[src/design/ncpu_params.svh]
// Size and encoding constants for the two-wide decode front end
// Included by every RTL file and by the testbench that builds instructions
`ifndef NCPU_PARAMS_SVH
`define NCPU_PARAMS_SVH

// log2 of decode width, so IW slots per cycle
`define P_ISSUE_WIDTH 1
`define IW            (1 << `P_ISSUE_WIDTH)
`define QUEUE_DEPTH   8
`define INSN_DW       32
`define PC_W          32
`define DATA_W        32
`define LRF_AW        5

// Instruction fields
`define OPC_W         6
`define OPC_MSB       31
`define OPC_LSB       26
`define RD_MSB        25
`define RD_LSB        21
`define RS1_MSB       20
`define RS1_LSB       16
`define RS2_MSB       15
`define RS2_LSB       11
`define IMM_MSB       15
`define IMM_LSB       0

// Major opcodes, anything else is illegal
`define OPC_ADD       6'd0
`define OPC_ADDI      6'd1
`define OPC_AND       6'd2
`define OPC_LW        6'd3
`define OPC_SW        6'd4
`define OPC_BEQ       6'd5
`define OPC_JAL       6'd6
`define OPC_SYSCALL   6'd7

`endif
[src/design/ncpu_pkg.sv]
// Enumerations shared by the decode RTL and its testbench
// Import with ncpu_pkg::* where the literals are needed

package ncpu_pkg;

   // Execution unit that receives the micro-op
   typedef enum logic [1:0] {
      FU_ALU = 2'd0,
      FU_LSU = 2'd1,
      FU_BRU = 2'd2,
      FU_EPU = 2'd3
   } fu_e;

   typedef enum logic [2:0] {
      UOP_ADD     = 3'd0,
      UOP_AND     = 3'd1,
      UOP_LOAD    = 3'd2,
      UOP_STORE   = 3'd3,
      UOP_BEQ     = 3'd4,
      UOP_JAL     = 3'd5,
      UOP_SYSCALL = 3'd6,
      UOP_EXC     = 3'd7
   } uop_e;

   // Fetch gives NONE or IFETCH_FAULT, decode may override
   typedef enum logic [1:0] {
      EXC_NONE         = 2'd0,
      EXC_IFETCH_FAULT = 2'd1,
      EXC_ILLEGAL      = 2'd2,
      EXC_IRQ          = 2'd3
   } exc_e;

endpackage

[src/design/decode_top.sv]
// Top level of the decode front end
// Fetch pushes into the instruction queue, decode pops and drives rename
`timescale 1ns/1ps
`include "ncpu_params.svh"

module decode_top
(
   input  logic                              clk,
   input  logic                              rst,
   input  logic                              flush,
   input  logic                              rn_stall_req,
   input  logic                              irq_async,
   input  logic [`IW-1:0]                    fetch_valid,
   input  logic [`IW-1:0][`INSN_DW-1:0]      fetch_ins,
   input  logic [`IW-1:0][`PC_W-1:0]         fetch_pc,
   input  ncpu_pkg::exc_e [`IW-1:0]          fetch_exc,
   output logic                              fetch_stall,
   output logic [`IW-1:0]                    rn_valid,
   output ncpu_pkg::fu_e [`IW-1:0]           rn_fu,
   output ncpu_pkg::uop_e [`IW-1:0]          rn_uop,
   output ncpu_pkg::exc_e [`IW-1:0]          rn_exc,
   output logic [`IW-1:0][`PC_W-1:0]         rn_pc,
   output logic [`IW-1:0][`DATA_W-1:0]       rn_imm,
   output logic [`IW-1:0][`LRF_AW-1:0]       rn_lrs1,
   output logic [`IW-1:0][`LRF_AW-1:0]       rn_lrs2,
   output logic [`IW-1:0]                    rn_lrs1_re,
   output logic [`IW-1:0]                    rn_lrs2_re,
   output logic [`IW-1:0][`LRF_AW-1:0]       rn_lrd,
   output logic [`IW-1:0]                    rn_lrd_we,
   output logic [`P_ISSUE_WIDTH:0]           rn_push_size
);
   import ncpu_pkg::*;

   // Queue head towards decode
   logic [`IW-1:0]               id_valid;
   logic [`IW-1:0][`INSN_DW-1:0] id_ins;
   logic [`IW-1:0][`PC_W-1:0]    id_pc;
   exc_e [`IW-1:0]               id_exc;
   logic [`P_ISSUE_WIDTH:0]      id_pop_cnt;

   insn_queue u_queue
   (
      .clk         (clk),
      .rst         (rst),
      .flush       (flush),
      .fetch_valid (fetch_valid),
      .fetch_ins   (fetch_ins),
      .fetch_pc    (fetch_pc),
      .fetch_exc   (fetch_exc),
      .fetch_stall (fetch_stall),
      .id_valid    (id_valid),
      .id_ins      (id_ins),
      .id_pc       (id_pc),
      .id_exc      (id_exc),
      .id_pop_cnt  (id_pop_cnt)
   );

   id u_id
   (
      .clk          (clk),
      .rst          (rst),
      .flush        (flush),
      .rn_stall_req (rn_stall_req),
      .irq_async    (irq_async),
      .id_valid     (id_valid),
      .id_ins       (id_ins),
      .id_pc        (id_pc),
      .id_exc       (id_exc),
      .id_pop_cnt   (id_pop_cnt),
      .rn_valid     (rn_valid),
      .rn_fu        (rn_fu),
      .rn_uop       (rn_uop),
      .rn_exc       (rn_exc),
      .rn_pc        (rn_pc),
      .rn_imm       (rn_imm),
      .rn_lrs1      (rn_lrs1),
      .rn_lrs2      (rn_lrs2),
      .rn_lrs1_re   (rn_lrs1_re),
      .rn_lrs2_re   (rn_lrs2_re),
      .rn_lrd       (rn_lrd),
      .rn_lrd_we    (rn_lrd_we),
      .rn_push_size (rn_push_size)
   );

endmodule

[src/design/id.sv]
// Decode stage, one decoder per slot and the registers towards rename
// Pops every valid slot unless rename stalls; registers hold under stall
`timescale 1ns/1ps
`include "ncpu_params.svh"

module id
(
   input  logic                              clk,
   input  logic                              rst,
   input  logic                              flush,
   input  logic                              rn_stall_req,
   input  logic                              irq_async,
   input  logic [`IW-1:0]                    id_valid,
   input  logic [`IW-1:0][`INSN_DW-1:0]      id_ins,
   input  logic [`IW-1:0][`PC_W-1:0]         id_pc,
   input  ncpu_pkg::exc_e [`IW-1:0]          id_exc,
   output logic [`P_ISSUE_WIDTH:0]           id_pop_cnt,
   output logic [`IW-1:0]                    rn_valid,
   output ncpu_pkg::fu_e [`IW-1:0]           rn_fu,
   output ncpu_pkg::uop_e [`IW-1:0]          rn_uop,
   output ncpu_pkg::exc_e [`IW-1:0]          rn_exc,
   output logic [`IW-1:0][`PC_W-1:0]         rn_pc,
   output logic [`IW-1:0][`DATA_W-1:0]       rn_imm,
   output logic [`IW-1:0][`LRF_AW-1:0]       rn_lrs1,
   output logic [`IW-1:0][`LRF_AW-1:0]       rn_lrs2,
   output logic [`IW-1:0]                    rn_lrs1_re,
   output logic [`IW-1:0]                    rn_lrs2_re,
   output logic [`IW-1:0][`LRF_AW-1:0]       rn_lrd,
   output logic [`IW-1:0]                    rn_lrd_we,
   output logic [`P_ISSUE_WIDTH:0]           rn_push_size
);
   import ncpu_pkg::*;

   localparam int CNT_W = `P_ISSUE_WIDTH + 1;

   logic [`IW-1:0]               slot_irq;
   logic [CNT_W-1:0]             valid_cnt;
   fu_e  [`IW-1:0]               dec_fu;
   uop_e [`IW-1:0]               dec_uop;
   exc_e [`IW-1:0]               dec_exc;
   logic [`IW-1:0][`DATA_W-1:0]  dec_imm;
   logic [`IW-1:0]               dec_we;
   logic [`IW-1:0][`LRF_AW-1:0]  dec_waddr;
   logic [`IW-1:0]               dec_re1;
   logic [`IW-1:0][`LRF_AW-1:0]  dec_rs1;
   logic [`IW-1:0]               dec_re2;
   logic [`IW-1:0][`LRF_AW-1:0]  dec_rs2;

   // Interrupt attaches to the oldest slot only
   assign slot_irq = {{(`IW-1){1'b0}}, irq_async};

   genvar g;
   generate
      for (g = 0; g < `IW; g++)
      begin : gen_dec
         id_dec u_dec
         (
            .id_valid    (id_valid[g]),
            .id_ins      (id_ins[g]),
            .id_exc      (id_exc[g]),
            .irq_async   (slot_irq[g]),
            .fu          (dec_fu[g]),
            .uop         (dec_uop[g]),
            .exc         (dec_exc[g]),
            .imm         (dec_imm[g]),
            .rf_we       (dec_we[g]),
            .rf_waddr    (dec_waddr[g]),
            .rf_rs1_re   (dec_re1[g]),
            .rf_rs1_addr (dec_rs1[g]),
            .rf_rs2_re   (dec_re2[g]),
            .rf_rs2_addr (dec_rs2[g])
         );
      end
   endgenerate

   always_comb
   begin
      valid_cnt = '0;
      for (int i = 0; i < `IW; i++)
      begin
         valid_cnt = valid_cnt + CNT_W'(id_valid[i]);
      end
   end

   assign id_pop_cnt = rn_stall_req ? '0 : valid_cnt;

   // Bundle valid and size, flush wins over stall
   always_ff @(posedge clk)
   begin
      if (rst || flush)
      begin
         rn_valid     <= '0;
         rn_push_size <= '0;
      end
      else if (!rn_stall_req)
      begin
         rn_valid     <= id_valid;
         rn_push_size <= id_pop_cnt;
      end
   end

   always_ff @(posedge clk)
   begin
      if (!rn_stall_req)
      begin
         rn_fu      <= dec_fu;
         rn_uop     <= dec_uop;
         rn_exc     <= dec_exc;
         rn_pc      <= id_pc;
         rn_imm     <= dec_imm;
         rn_lrs1    <= dec_rs1;
         rn_lrs2    <= dec_rs2;
         rn_lrs1_re <= dec_re1;
         rn_lrs2_re <= dec_re2;
         rn_lrd     <= dec_waddr;
         rn_lrd_we  <= dec_we;
      end
   end

endmodule

[src/design/id_dec.sv]
// Combinational decoder for one decode slot
// Produces unit class, micro-op, immediate, register fields and the exception tag
// irq_async arrives already masked for slots other than 0
`timescale 1ns/1ps
`include "ncpu_params.svh"

module id_dec
(
   input  logic                    id_valid,
   input  logic [`INSN_DW-1:0]     id_ins,
   input  ncpu_pkg::exc_e          id_exc,
   input  logic                    irq_async,
   output ncpu_pkg::fu_e           fu,
   output ncpu_pkg::uop_e          uop,
   output ncpu_pkg::exc_e          exc,
   output logic [`DATA_W-1:0]      imm,
   output logic                    rf_we,
   output logic [`LRF_AW-1:0]      rf_waddr,
   output logic                    rf_rs1_re,
   output logic [`LRF_AW-1:0]      rf_rs1_addr,
   output logic                    rf_rs2_re,
   output logic [`LRF_AW-1:0]      rf_rs2_addr
);
   import ncpu_pkg::*;

   localparam int IMM16_W = `IMM_MSB - `IMM_LSB + 1;

   logic [`OPC_W-1:0]  opc;
   logic [IMM16_W-1:0] imm16;
   logic               known;
   logic               we_op;
   logic               re1_op;
   logic               re2_op;
   logic               has_exc;
   fu_e                fu_op;
   uop_e               uop_op;
   exc_e               exc_tag;

   assign opc         = id_ins[`OPC_MSB:`OPC_LSB];
   assign imm16       = id_ins[`IMM_MSB:`IMM_LSB];
   assign rf_waddr    = id_ins[`RD_MSB:`RD_LSB];
   assign rf_rs1_addr = id_ins[`RS1_MSB:`RS1_LSB];
   assign rf_rs2_addr = id_ins[`RS2_MSB:`RS2_LSB];
   assign imm         = {{(`DATA_W-IMM16_W){imm16[IMM16_W-1]}}, imm16};

   // Opcode to class, micro-op and register usage
   always_comb
   begin
      known  = 1'b1;
      we_op  = 1'b0;
      re1_op = 1'b0;
      re2_op = 1'b0;
      fu_op  = FU_EPU;
      uop_op = UOP_EXC;
      case (opc)
         `OPC_ADD:     begin fu_op = FU_ALU; uop_op = UOP_ADD;   re1_op = 1'b1;
                             re2_op = 1'b1;  we_op = 1'b1; end
         `OPC_ADDI:    begin fu_op = FU_ALU; uop_op = UOP_ADD;   re1_op = 1'b1;
                             we_op = 1'b1; end
         `OPC_AND:     begin fu_op = FU_ALU; uop_op = UOP_AND;   re1_op = 1'b1;
                             re2_op = 1'b1;  we_op = 1'b1; end
         `OPC_LW:      begin fu_op = FU_LSU; uop_op = UOP_LOAD;  re1_op = 1'b1;
                             we_op = 1'b1; end
         `OPC_SW:      begin fu_op = FU_LSU; uop_op = UOP_STORE; re1_op = 1'b1;
                             re2_op = 1'b1; end
         `OPC_BEQ:     begin fu_op = FU_BRU; uop_op = UOP_BEQ;   re1_op = 1'b1;
                             re2_op = 1'b1; end
         `OPC_JAL:     begin fu_op = FU_BRU; uop_op = UOP_JAL;   we_op = 1'b1; end
         `OPC_SYSCALL: begin fu_op = FU_EPU; uop_op = UOP_SYSCALL; end
         default:      known = 1'b0;
      endcase
   end

   // First match wins: fetch fault, then IRQ, then illegal opcode
   always_comb
   begin
      if (id_exc == EXC_IFETCH_FAULT)
         exc_tag = EXC_IFETCH_FAULT;
      else if (id_valid && irq_async)
         exc_tag = EXC_IRQ;
      else if (!known)
         exc_tag = EXC_ILLEGAL;
      else
         exc_tag = EXC_NONE;
   end

   assign has_exc = (exc_tag != EXC_NONE);
   assign exc     = exc_tag;
   assign fu      = has_exc ? FU_EPU : fu_op;
   assign uop     = has_exc ? UOP_EXC : uop_op;

   // r0 is never written
   assign rf_we     = id_valid & ~has_exc & we_op & (rf_waddr != '0);
   assign rf_rs1_re = id_valid & ~has_exc & re1_op;
   assign rf_rs2_re = id_valid & ~has_exc & re2_op;

endmodule

[src/design/insn_queue.sv]
// Instruction queue between fetch and decode
// Takes up to IW contiguous pushes per cycle and shows the IW oldest entries
// Decode retires id_pop_cnt entries at the same edge; flush empties it
`timescale 1ns/1ps
`include "ncpu_params.svh"

module insn_queue
(
   input  logic                                clk,
   input  logic                                rst,
   input  logic                                flush,
   input  logic [`IW-1:0]                      fetch_valid,
   input  logic [`IW-1:0][`INSN_DW-1:0]        fetch_ins,
   input  logic [`IW-1:0][`PC_W-1:0]           fetch_pc,
   input  ncpu_pkg::exc_e [`IW-1:0]            fetch_exc,
   output logic                                fetch_stall,
   output logic [`IW-1:0]                      id_valid,
   output logic [`IW-1:0][`INSN_DW-1:0]        id_ins,
   output logic [`IW-1:0][`PC_W-1:0]           id_pc,
   output ncpu_pkg::exc_e [`IW-1:0]            id_exc,
   input  logic [`P_ISSUE_WIDTH:0]             id_pop_cnt
);
   import ncpu_pkg::*;

   localparam int DEPTH = `QUEUE_DEPTH;
   localparam int AW    = $clog2(DEPTH);
   localparam int CW    = AW + 1;

   logic [`INSN_DW-1:0] ins_mem [DEPTH];
   logic [`PC_W-1:0]    pc_mem  [DEPTH];
   exc_e                exc_mem [DEPTH];

   logic [AW-1:0] head;
   logic [AW-1:0] tail;
   logic [CW-1:0] count;
   logic [CW-1:0] free_cnt;
   logic [CW-1:0] push_cnt;
   logic          push_ok;

   assign free_cnt    = CW'(DEPTH) - count;
   assign fetch_stall = (free_cnt < CW'(`IW));
   assign push_ok     = ~fetch_stall & ~flush;

   // Fetch slots are contiguous from slot 0
   always_comb
   begin
      push_cnt = '0;
      for (int i = 0; i < `IW; i++)
      begin
         push_cnt = push_cnt + CW'(fetch_valid[i]);
      end
   end

   // Slot i of a push lands at tail + i
   always_ff @(posedge clk)
   begin
      if (push_ok)
      begin
         for (int i = 0; i < `IW; i++)
         begin
            if (fetch_valid[i])
            begin
               ins_mem[tail + AW'(i)] <= fetch_ins[i];
               pc_mem[tail + AW'(i)]  <= fetch_pc[i];
               exc_mem[tail + AW'(i)] <= fetch_exc[i];
            end
         end
      end
   end

   always_ff @(posedge clk)
   begin
      if (rst || flush)
      begin
         head  <= '0;
         tail  <= '0;
         count <= '0;
      end
      else
      begin
         head  <= head + AW'(id_pop_cnt);
         tail  <= tail + (push_ok ? AW'(push_cnt) : '0);
         count <= count + (push_ok ? push_cnt : '0) - CW'(id_pop_cnt);
      end
   end

   // Oldest entries towards decode, valid only where occupied
   genvar g;
   generate
      for (g = 0; g < `IW; g++)
      begin : gen_rd
         assign id_valid[g] = (count > CW'(g));
         assign id_ins[g]   = ins_mem[head + AW'(g)];
         assign id_pc[g]    = pc_mem[head + AW'(g)];
         assign id_exc[g]   = exc_mem[head + AW'(g)];
      end
   endgenerate

endmodule

[config.mk]
export PLATFORM = sky130hd
export DESIGN_NAME = decode_top
export DESIGN_NICKNAME = d
export VERILOG_FILES = /design/src/design/ncpu_pkg.sv /design/src/design/decode_top.sv /design/src/design/id.sv /design/src/design/id_dec.sv /design/src/design/insn_queue.sv
export VERILOG_INCLUDE_DIRS = /design/src /design/src/design
export SDC_FILE = /design/constraint.sdc
export NUM_CORES = 1
export LEC_CHECK = 0
export ABC_AREA = 1
export BUFFER_PORTS_ARGS = -buffer_cell sky130_fd_sc_hd__buf_4
export CAP_MARGIN = 25
export CELL_PAD_IN_SITES_DETAIL_PLACEMENT = 1
export CELL_PAD_IN_SITES_GLOBAL_PLACEMENT = 2
export CORE_MARGIN = 2
export CORE_UTILIZATION = 38
export CTS_BUF_LIST = sky130_fd_sc_hd__clkbuf_8
export CTS_CLUSTER_DIAMETER = 30
export DETAILED_ROUTE_END_ITERATION = 8
export MAX_ROUTING_LAYER = met4
export PLACE_DENSITY_LB_ADDON = 0.1
export SETUP_SLACK_MARGIN = 0.4
export SYNTH_ARGS = -nofsm -noshare
export SYNTH_HDL_FRONTEND = slang
export SYNTH_HIERARCHICAL = 1
export SYNTH_SLANG_ARGS = --single-unit
[constraint.sdc]
create_clock -name clk -period 9.1 [get_ports clk]
set_clock_uncertainty 0.15 [all_clocks]
set_input_delay 0.91 -clock clk [delete_from_list [all_inputs] [get_ports clk]]
set_output_delay 0.91 -clock clk [all_outputs]
set_load 0.03 [all_outputs]
Word level (Yosys, flattened, before mapping)
Memory sizes are Yosys's and may differ from the RTL's. A register that Yosys moved wholly into a read port is not among the register bits.
Index checks and enable logic that the tools add are counted.
W data, S select, Z words.
{ "totals": {"regBits": 96, "ramBits": 528, "inputBits": 139, "out_inout_bits": 183, "wordCells": 122, "memories": 3} }
{ "op_classes": {"add_sub_neg": 9, "magnitude_cmp": 3, "eq_ne": 16, "mux": 28, "bitwise": 15, "reduce_logical": 26} }
{ "memory_table": {"columns": ["memory", "depth", "width", "read_ports", "rd_clocked_by_memory_dff", "wr", "line_no", "source"], "rows": [
  ["u_queue.ins_mem", 8, 32, 2, 1, 2, "insn_queue.sv:29", "logic [`INSN_DW-1:0] ins_mem [DEPTH];"],
  ["u_queue.pc_mem", 8, 32, 2, 2, 2, "insn_queue.sv:30", "logic [`PC_W-1:0] pc_mem [DEPTH];"],
  ["u_queue.exc_mem", 8, 2, 2, 1, 2, "insn_queue.sv:31", "exc_e exc_mem [DEPTH];"]
]} }
{ "ops": {"columns": ["op", "n"], "rows": [
  ["$eq A6 B3 Y1 const B", 8],
  ["$pmux W3 S7", 2],
  ["$eq A6 B2 Y1 const B", 4],
  ["$reduce_or A8 Y1", 2],
  ["$mux W1", 14],
  ["$eq A6 B1 Y1 const B", 2],
  ["$logic_not A6 Y1", 2],
  ["$mux W2", 6],
  ["$pmux W2 S3", 2],
  ["$reduce_or A2 Y1", 6],
  ["$reduce_or A6 Y1", 2],
  ["$and A1 B1 Y1", 11],
  ["$reduce_bool A5 Y1", 2],
  ["$reduce_or A5 Y1", 2],
  ["$mux W3", 3],
  ["$gt A4 B1 Y1 const B", 2],
  ["$reduce_or A4 Y1", 2],
  ["$add A3 B1 Y3 const B", 2],
  ["$reduce_or A3 Y1", 2],
  ["$add A1 B1 Y2", 2],
  ["$add A4 B4 Y4", 1],
  ["$eq A2 B1 Y1 const B", 2],
  ["$lt A4 B2 Y1 const B", 1],
  ["$mux W4", 1],
  ["other kinds (9)", 14]
]} }

Depth between registers and ports, before layout
Gate-level depths: netlist of run 1.
An unclocked memory read counts as a cell.
{ "depth": {"ltp_word": 12, "mapped_depth": 17} }

Cells and area by module
The synthesis of run 1 kept the hierarchy.
{ "modules_own_cells": {"columns": ["module", "instances", "cells_per_inst", "area_per_inst_um2", "seq_area_each_um2"], "rows": [
  ["insn_queue", 1, 4627, 34839.7, 16055.4],
  ["id", 1, 202, 5514.0, 5425.2],
  ["id_dec", 2, 100, 638.1, 0.0]
]} }

Worst setup path before layout of run 1
Ideal clock, no wire load.
{ "synth_timing": {"path_type": "input to register", "startpoint": "input flush", "endpoint": "memory u_queue/exc_mem[5][0] in the netlist's numbering (enable)", "setup_time_ps": 581, "arrival_time_ps": 6159, "required_ps": 8369, "path_slack_ps": 2210, "path_stages": 4, "path_buffers": 1, "path_cell_list": "a21oi_2 > buf_2 > nand2_1 > o21ai_0"} }
{ "synth_rtl": {"columns": ["item", "line_no", "source"], "rows": [
  ["start, declared", "decode_top.sv:10", "input logic flush,"],
  ["end, declared", "insn_queue.sv:31", null]
]} }

==> impl_metrics.json, run 1 <==
{
  "io_buffers": 321,
  "avgViaCountPerCell": 5.780,
  "worstSetupEndpointType": "flop",
  "synth_edf_count": 706,
  "timing.fmax_mhz": 217.3,
  "routed_wl_um": 169800,
  "syn_area_um2": 41630,
  "worst_pin_slew_ns": 1.207,
  "wl_per_cell_um": 25.83,
  "drive_gt1_frac": 0.1484,
  "fp.dieW_um": 335.0,
  "grt_util_all_layers": 0.3057,
  "rows": 121,
  "root_buffer": "clkbuf_8",
  "worstPathMaxFanout": 89,
  "first_pass_iters": 5,
  "pre_cts_slack_ns": 4.532,
  "path_clk_slew_ns": 0.06,
  "cts_buffer_depth": 3,
  "coreArea_um2": 108700,
  "grt_pass1_wl_um": 249100,
  "p_leak_nw": 19.36,
  "crit_chain": "ha_4 -> xor2_4 -> buf_4 -> nor2_1 -> a21oi_1 -> nor2_4 -> nand3_1 -> nand2_1 -> nor2_1 -> a21oi_2",
  "hp-class": "in -> reg",
  "cts_resized": 0,
  "min_period_ns": 4.602,
  "outcome": "complete, no violations",
  "syn_avg_cell_area_um2": 8.278,
  "drtAntennaViolNets": 0,
  "dp.cells": 6181,
  "slew_viol_final": 0,
  "yosys_warnings": 6,
  "cts_setup_buffers": 0,
  "synth_cell_types": 34,
  "max_cap_viol_count": 0,
  "die_area_um2": 112200,
  "dp_hpwl_um": 86740,
  "setup_tns_ns": 0,
  "power.density_nw_per_um2": 291.8,
  "grt_pass1_vias": 38335,
  "yosysMostFrequentCell": "nand2_1",
  "cp_slowest_cell": "dfxtp_4",
  "die_h_um": 335.0,
  "rsz0062_at_grt": "no",
  "setup_violations": 0,
  "ys_seq_area_frac": 0.5160,
  "vias": 37997,
  "path_common_cell": "nor2_1",
  "synth_area_leaders": "edfxtp_1 (51%), nand2_1 (11%), nand4_1 (8.2%), o21ai_0 (6.7%), nor2_1 (4.7%)",
  "hold_slack_ns": 0.1929,
  "yosys-top-cells-count": "nand2_1 (1261), edfxtp_1 (706), o21ai_0 (558)",
  "synth_ff_type": "edfxtp_1",
  "num_io_pins": 322,
  "grt_overflow": 0,
  "max_stage_delay_ns": 1.00,
  "async_flop_share": 0,
  "syn_to_final_growth_pct": 15.07,
  "start_util": 0.3830,
  "finalWorstSetupSlack_ns": 4.498,
  "synth_top_area_share": 0.5093,
  "cts_tree": "yes",
  "htreeDepth": 4,
  "remaining_drc_errors": 0,
  "ctsHoldBuffers": 0,
  "synth_cells": 5029,
  "layout.nets": 5132,
  "drt-initial-drc-count": 2808,
  "post-route-period-util": 0.5057,
  "startpoint_type": "flop",
  "crit_type": "reg -> reg",
  "crit_arrival_ns": 5.06,
  "antenna_found_initial": 18,
  "clock-sinks": 720,
  "syn_nets": 5186,
  "cts_buffers": 202,
  "place_congestion": 0.7905,
  "required_ns": 9.56,
  "instances_no_fill": 6574,
  "clk_latency_ns": 0.87,
  "slew_headroom": 0.1951,
  "ys_seq_elements": 720,
  "final_core_util": 0.4407,
  "peakVddDrop_uv": 343.5,
  "grt_max_degree": 235,
  "hold_viol": 0,
  "yosys.area.top_type": "edfxtp_1"
}
-- critical path, delay by kind of cell, from the launching register on --
kind / cells / cell delay [ns]
AND/OR/NAND/NOR: 5 / 0.67
buffers and inverters: 1 / 0.83
flip-flops: 1 / 1.00
adder cells (fa/ha/maj): 1 / 0.27
XOR/XNOR: 1 / 0.70
AO/OA/AOI/OAI: 2 / 0.66
-- logic make-up after synthesis --
kind of cell               count (synthesis)  synth area share
AOI/OAI and AO/OA                       1048            0.1305
DFF                                      720            0.5160
buffers and inverters                    849           0.09416
xor gates and xnor gates                   3         0.0006313
adders and majority gates                 18          0.006131
and+or+nand+nor                         2390            0.2525
other                                      1        0.00009008
-- registers in the layout (all words and copies together), names as in the netlist, 10 cells and up --
name and cells:
u_id/rn_lrd 10, u_id/rn_lrs1 10, u_queue/exc_mem 16, u_queue/ins_mem 256
u_id/rn_lrs2 10, u_id/rn_pc 64, u_id/rn_imm 64, u_queue/pc_mem 256
-- power by group --
group	internal (W)	switching, W	leakage, nW
registers	0.00425	0.000201	6.62
clock network	0.00279	0.00180	2.27
logic	0.00128	0.00365	10.5
-- layer usage --
metal,wire length [um],global-route usage,share of wire
met5,0,-,0
met4,4486,0.09990,0.026
met3,11110,0.05540,0.065
met2,78560,0.4783,0.46
met1,75660,0.4011,0.45
-- per-stage QoR --
| step | area, um^2 | power [W] |
|---|---|---|
| floorplan | 41630 | 0.008026 |
| global placement | 43420 | 0.009328 |
| detailed placement | 43490 | 0.009393 |
| CTS | 47750 | 0.01403 |
| global route | 47900 | 0.01471 |
| finish | 47900 | 0.01398 |
-- final timing paths --
kind / start / end / slack (ns) / depth (start not counted)
worst min register to register: u_id/rn_push_size[0] / u_id/rn_push_size[0] / 0.33 / 2
worst max-delay path: u_queue/head[0] / u_id/rn_lrs1_re[1] / 4.50 / 10
worst min-delay path: rn_stall_req / u_id/rn_push_size[0] / 0.19 / 3
worst max register to register: u_queue/head[0] / u_id/rn_lrs1_re[1] / 4.50 / 10
-- layout make-up --
class                   instances  area [um^2]
clock buffers                 210         2890
clock inverters               162         1370
inverters                     190        730.7
repair buffers                401         3213
flip-flops and latches        720        21490
multi-input cells            3460        16400
fillers                     12710        60800
diodes                         17        42.54
well taps                    1414         1769
-- layout by cell type (no fill, tap or decap), drive strengths merged --
| cell type | instances |
|---|---|
| nor3b | 1 |
| diode | 17 |
| nand2 | 1263 |
| a22oi | 1 |
| inv | 219 |
| buf | 401 |
| nand3 | 31 |
| dfxtp | 14 |
| o21ai | 636 |
| and2 | 2 |
| edfxtp | 706 |
| a21oi | 311 |
| nor2 | 541 |
| conb | 1 |
| clkinvlp | 12 |
| o21a | 34 |
| ha | 14 |
| xor2 | 3 |
| a31oi | 66 |
| bufinv | 23 |
| nor3 | 4 |
| clkbuf | 210 |
| fa | 4 |
| or2 | 2 |
| clkinv | 98 |
| nand4 | 546 |
No activity file was read; power rests on OpenSTA's default activity.
==> run 2, diff against run 1 <==
==> constraint.sdc (replaced) <==
create_clock -name clk -period 4.55 [get_ports clk]
set_clock_uncertainty 0.15 [all_clocks]
set_input_delay 0.455 -clock clk [delete_from_list [all_inputs] [get_ports clk]]
set_output_delay 0.455 -clock clk [all_outputs]
set_load 0.03 [all_outputs]
==> impl_metrics.json, run 2 (synthesis results as in run 1) <==
{
  "power.density_nw_per_um2": 574.9,
  "die_h_um": 335.0,
  "reg2reg_from": "u_queue/count[0]",
  "most-common-layout-cells": "nand2_1 (1261), edfxtp_1 (706), o21ai_0 (557)",
  "grt_pass1_wl_um": 254700,
  "die_area_um2": 112200,
  "syn_to_final_growth_pct": 21.43,
  "min_path_cells": 3,
  "rsz0062_at_grt": "no",
  "required_ns": 5.13,
  "num_io_pins": 322,
  "crit_type": "reg -> reg",
  "avgViaCountPerCell": 5.768,
  "drtAntennaViolNets": 0,
  "min_period_ns": 3.953,
  "reg2reg_depth": 11,
  "hold_viol": 0,
  "drive_gt1_frac": 0.1466,
  "dp.cells": 6191,
  "clock-sinks": 720,
  "peakVddDrop_uv": 619.7,
  "cp_slowest_cell": "buf_4",
  "post-route-period-util": 0.8687,
  "grt_max_degree": 196,
  "grt_pass1_vias": 39675,
  "wl_per_cell_um": 25.33,
  "drt-initial-drc-count": 3316,
  "p_leak_nw": 20.49,
  "crit_path_end": "u_queue/pc_mem[5][10]",
  "start_util": 0.3830,
  "instances_no_fill": 6798,
  "r2r_end": "u_queue/pc_mem[5][10]",
  "path_clk_slew_ns": 0.05,
  "htreeDepth": 4,
  "rows": 121,
  "slew_headroom": 0.2808,
  "cts_tree": "yes",
  "max_cap_viol_count": 0,
  "vias": 39208,
  "first_pass_iters": 5,
  "grt_util_all_layers": 0.3098,
  "root_buffer": "clkbuf_8",
  "clk_latency_ns": 0.88,
  "cts_buffers": 209,
  "crit_arrival_ns": 4.53,
  "io_buffers": 321,
  "place_area_um2": 43760,
  "hp-class": "in -> reg",
  "outcome": "complete, no violations",
  "reg2reg_slack_ns": 0.60,
  "grt_overflow": 0,
  "coreArea_um2": 108700,
  "dp_hpwl_um": 88250,
  "place_congestion": 0.7821,
  "reg_top3": "u_queue/ins_mem (256), u_queue/pc_mem (256)",
  "timing.fmax_mhz": 253.0,
  "worstSetupEndpointType": "flop",
  "remaining_drc_errors": 0,
  "routed_wl_um": 172200,
  "fp.dieW_um": 335.0,
  "crit_chain": "inv_1 -> ha_1 -> inv_1 -> nand2_1 -> a21oi_1 -> a21oi_4 -> buf_4 -> buf_12 -> nand4_1 -> nand2_1 -> dlygate4sd3_1",
  "crit_start": "u_queue/count[0]",
  "worstPathMaxFanout": 195,
  "mostFrequentLayoutCell": "nand2_1",
  "design_area_um2": 50550,
  "cts_setup_buffers": 0,
  "layout.nets": 5350,
  "setup_violations": 0,
  "worst_pin_slew_ns": 1.079,
  "startpoint_type": "flop",
  "antenna_found_initial": 12,
  "max_stage_delay_ns": 0.83,
  "cts_buffer_depth": 3,
  "slew_viol_final": 0
}
## run 2: how the worst min path moves through the flow
stage                                        to  slack (ns)            startpoint
after floorplan                 u_queue/head[0]        0.43       u_queue/head[0]
after CTS                 u_queue/ins_mem[5][3]        0.02        fetch_valid[1]
after detailed placement       u_id/rn_valid[0]        0.32      u_id/rn_valid[0]
final                     u_queue/ins_mem[5][3]        0.08        fetch_valid[1]
after global placement     u_id/rn_push_size[1]        0.31  u_id/rn_push_size[1]
after global routing      u_queue/ins_mem[6][8]         0.1        fetch_valid[1]
## run 2: where the power goes
group	internal, W	total [W]	switching (W)
registers	0.00850	0.00885	0.000348
clock network	0.00632	0.0100	0.00371
logic	0.00277	0.0102	0.00742
total	0.0176	0.0291	0.0115
## run 2: critical path, delay by kind of cell, from the launching register on
kind            cells  cell delay, ns
fa+ha+maj           1            0.28
flops               1            0.36
compound gates      2            0.24
buf+inv             5            2.15
simple gates        3            0.33
## run 2: area by class of cell
type / count / area (um^2)
fill: 12574 / 58150
sequential: 720 / 21490
multi-input combinational: 3460 / 16400
timing repair buffer: 612 / 5449
clock buffer: 218 / 3000
tap: 1414 / 1769
clock inverter: 174 / 1688
inverter: 190 / 730.7
antenna: 10 / 25.02
## run 2: routing by layer
metal,up-vias,track usage,wire length [um]
li1,17783,-,-
met1,19626,0.4036,74900
met2,1434,0.4957,81680
met3,365,0.04337,10670
met4,0,0.1061,4959
met5,-,-,0
## run 2: repair_timing
item                                   4_1_cts  5_1_grt
setup endpoints to repair                    0       19
resized for setup                            0        3
hold buffers                               204        0
endpoints found under the hold margin      573        0
## run 2: metrics by stage
| stage | setup TNS [ns] | utilization | power (W) | hold WS [ns] | setup slack (ns) |
|---|---|---|---|---|---|
| 6_report | 0 | 0.4650 | 0.02906 | 0.07736 | 0.5972 |
| 5_1_grt | 0 | 0.4650 | 0.03052 | 0.09510 | 0.4223 |
| 4_1_cts | 0 | 0.4645 | 0.02917 | 0.02220 | 0.5855 |
| 3_5_place_dp | 0 | 0.4026 | 0.01889 | 0.3175 | 0.7628 |
| 3_3_place_gp | 0 | 0.4024 | 0.01874 | 0.3115 | 0.8232 |
| 2_1_floorplan | -256.18 | - | 0.01605 | 0.4289 | -0.4852 |
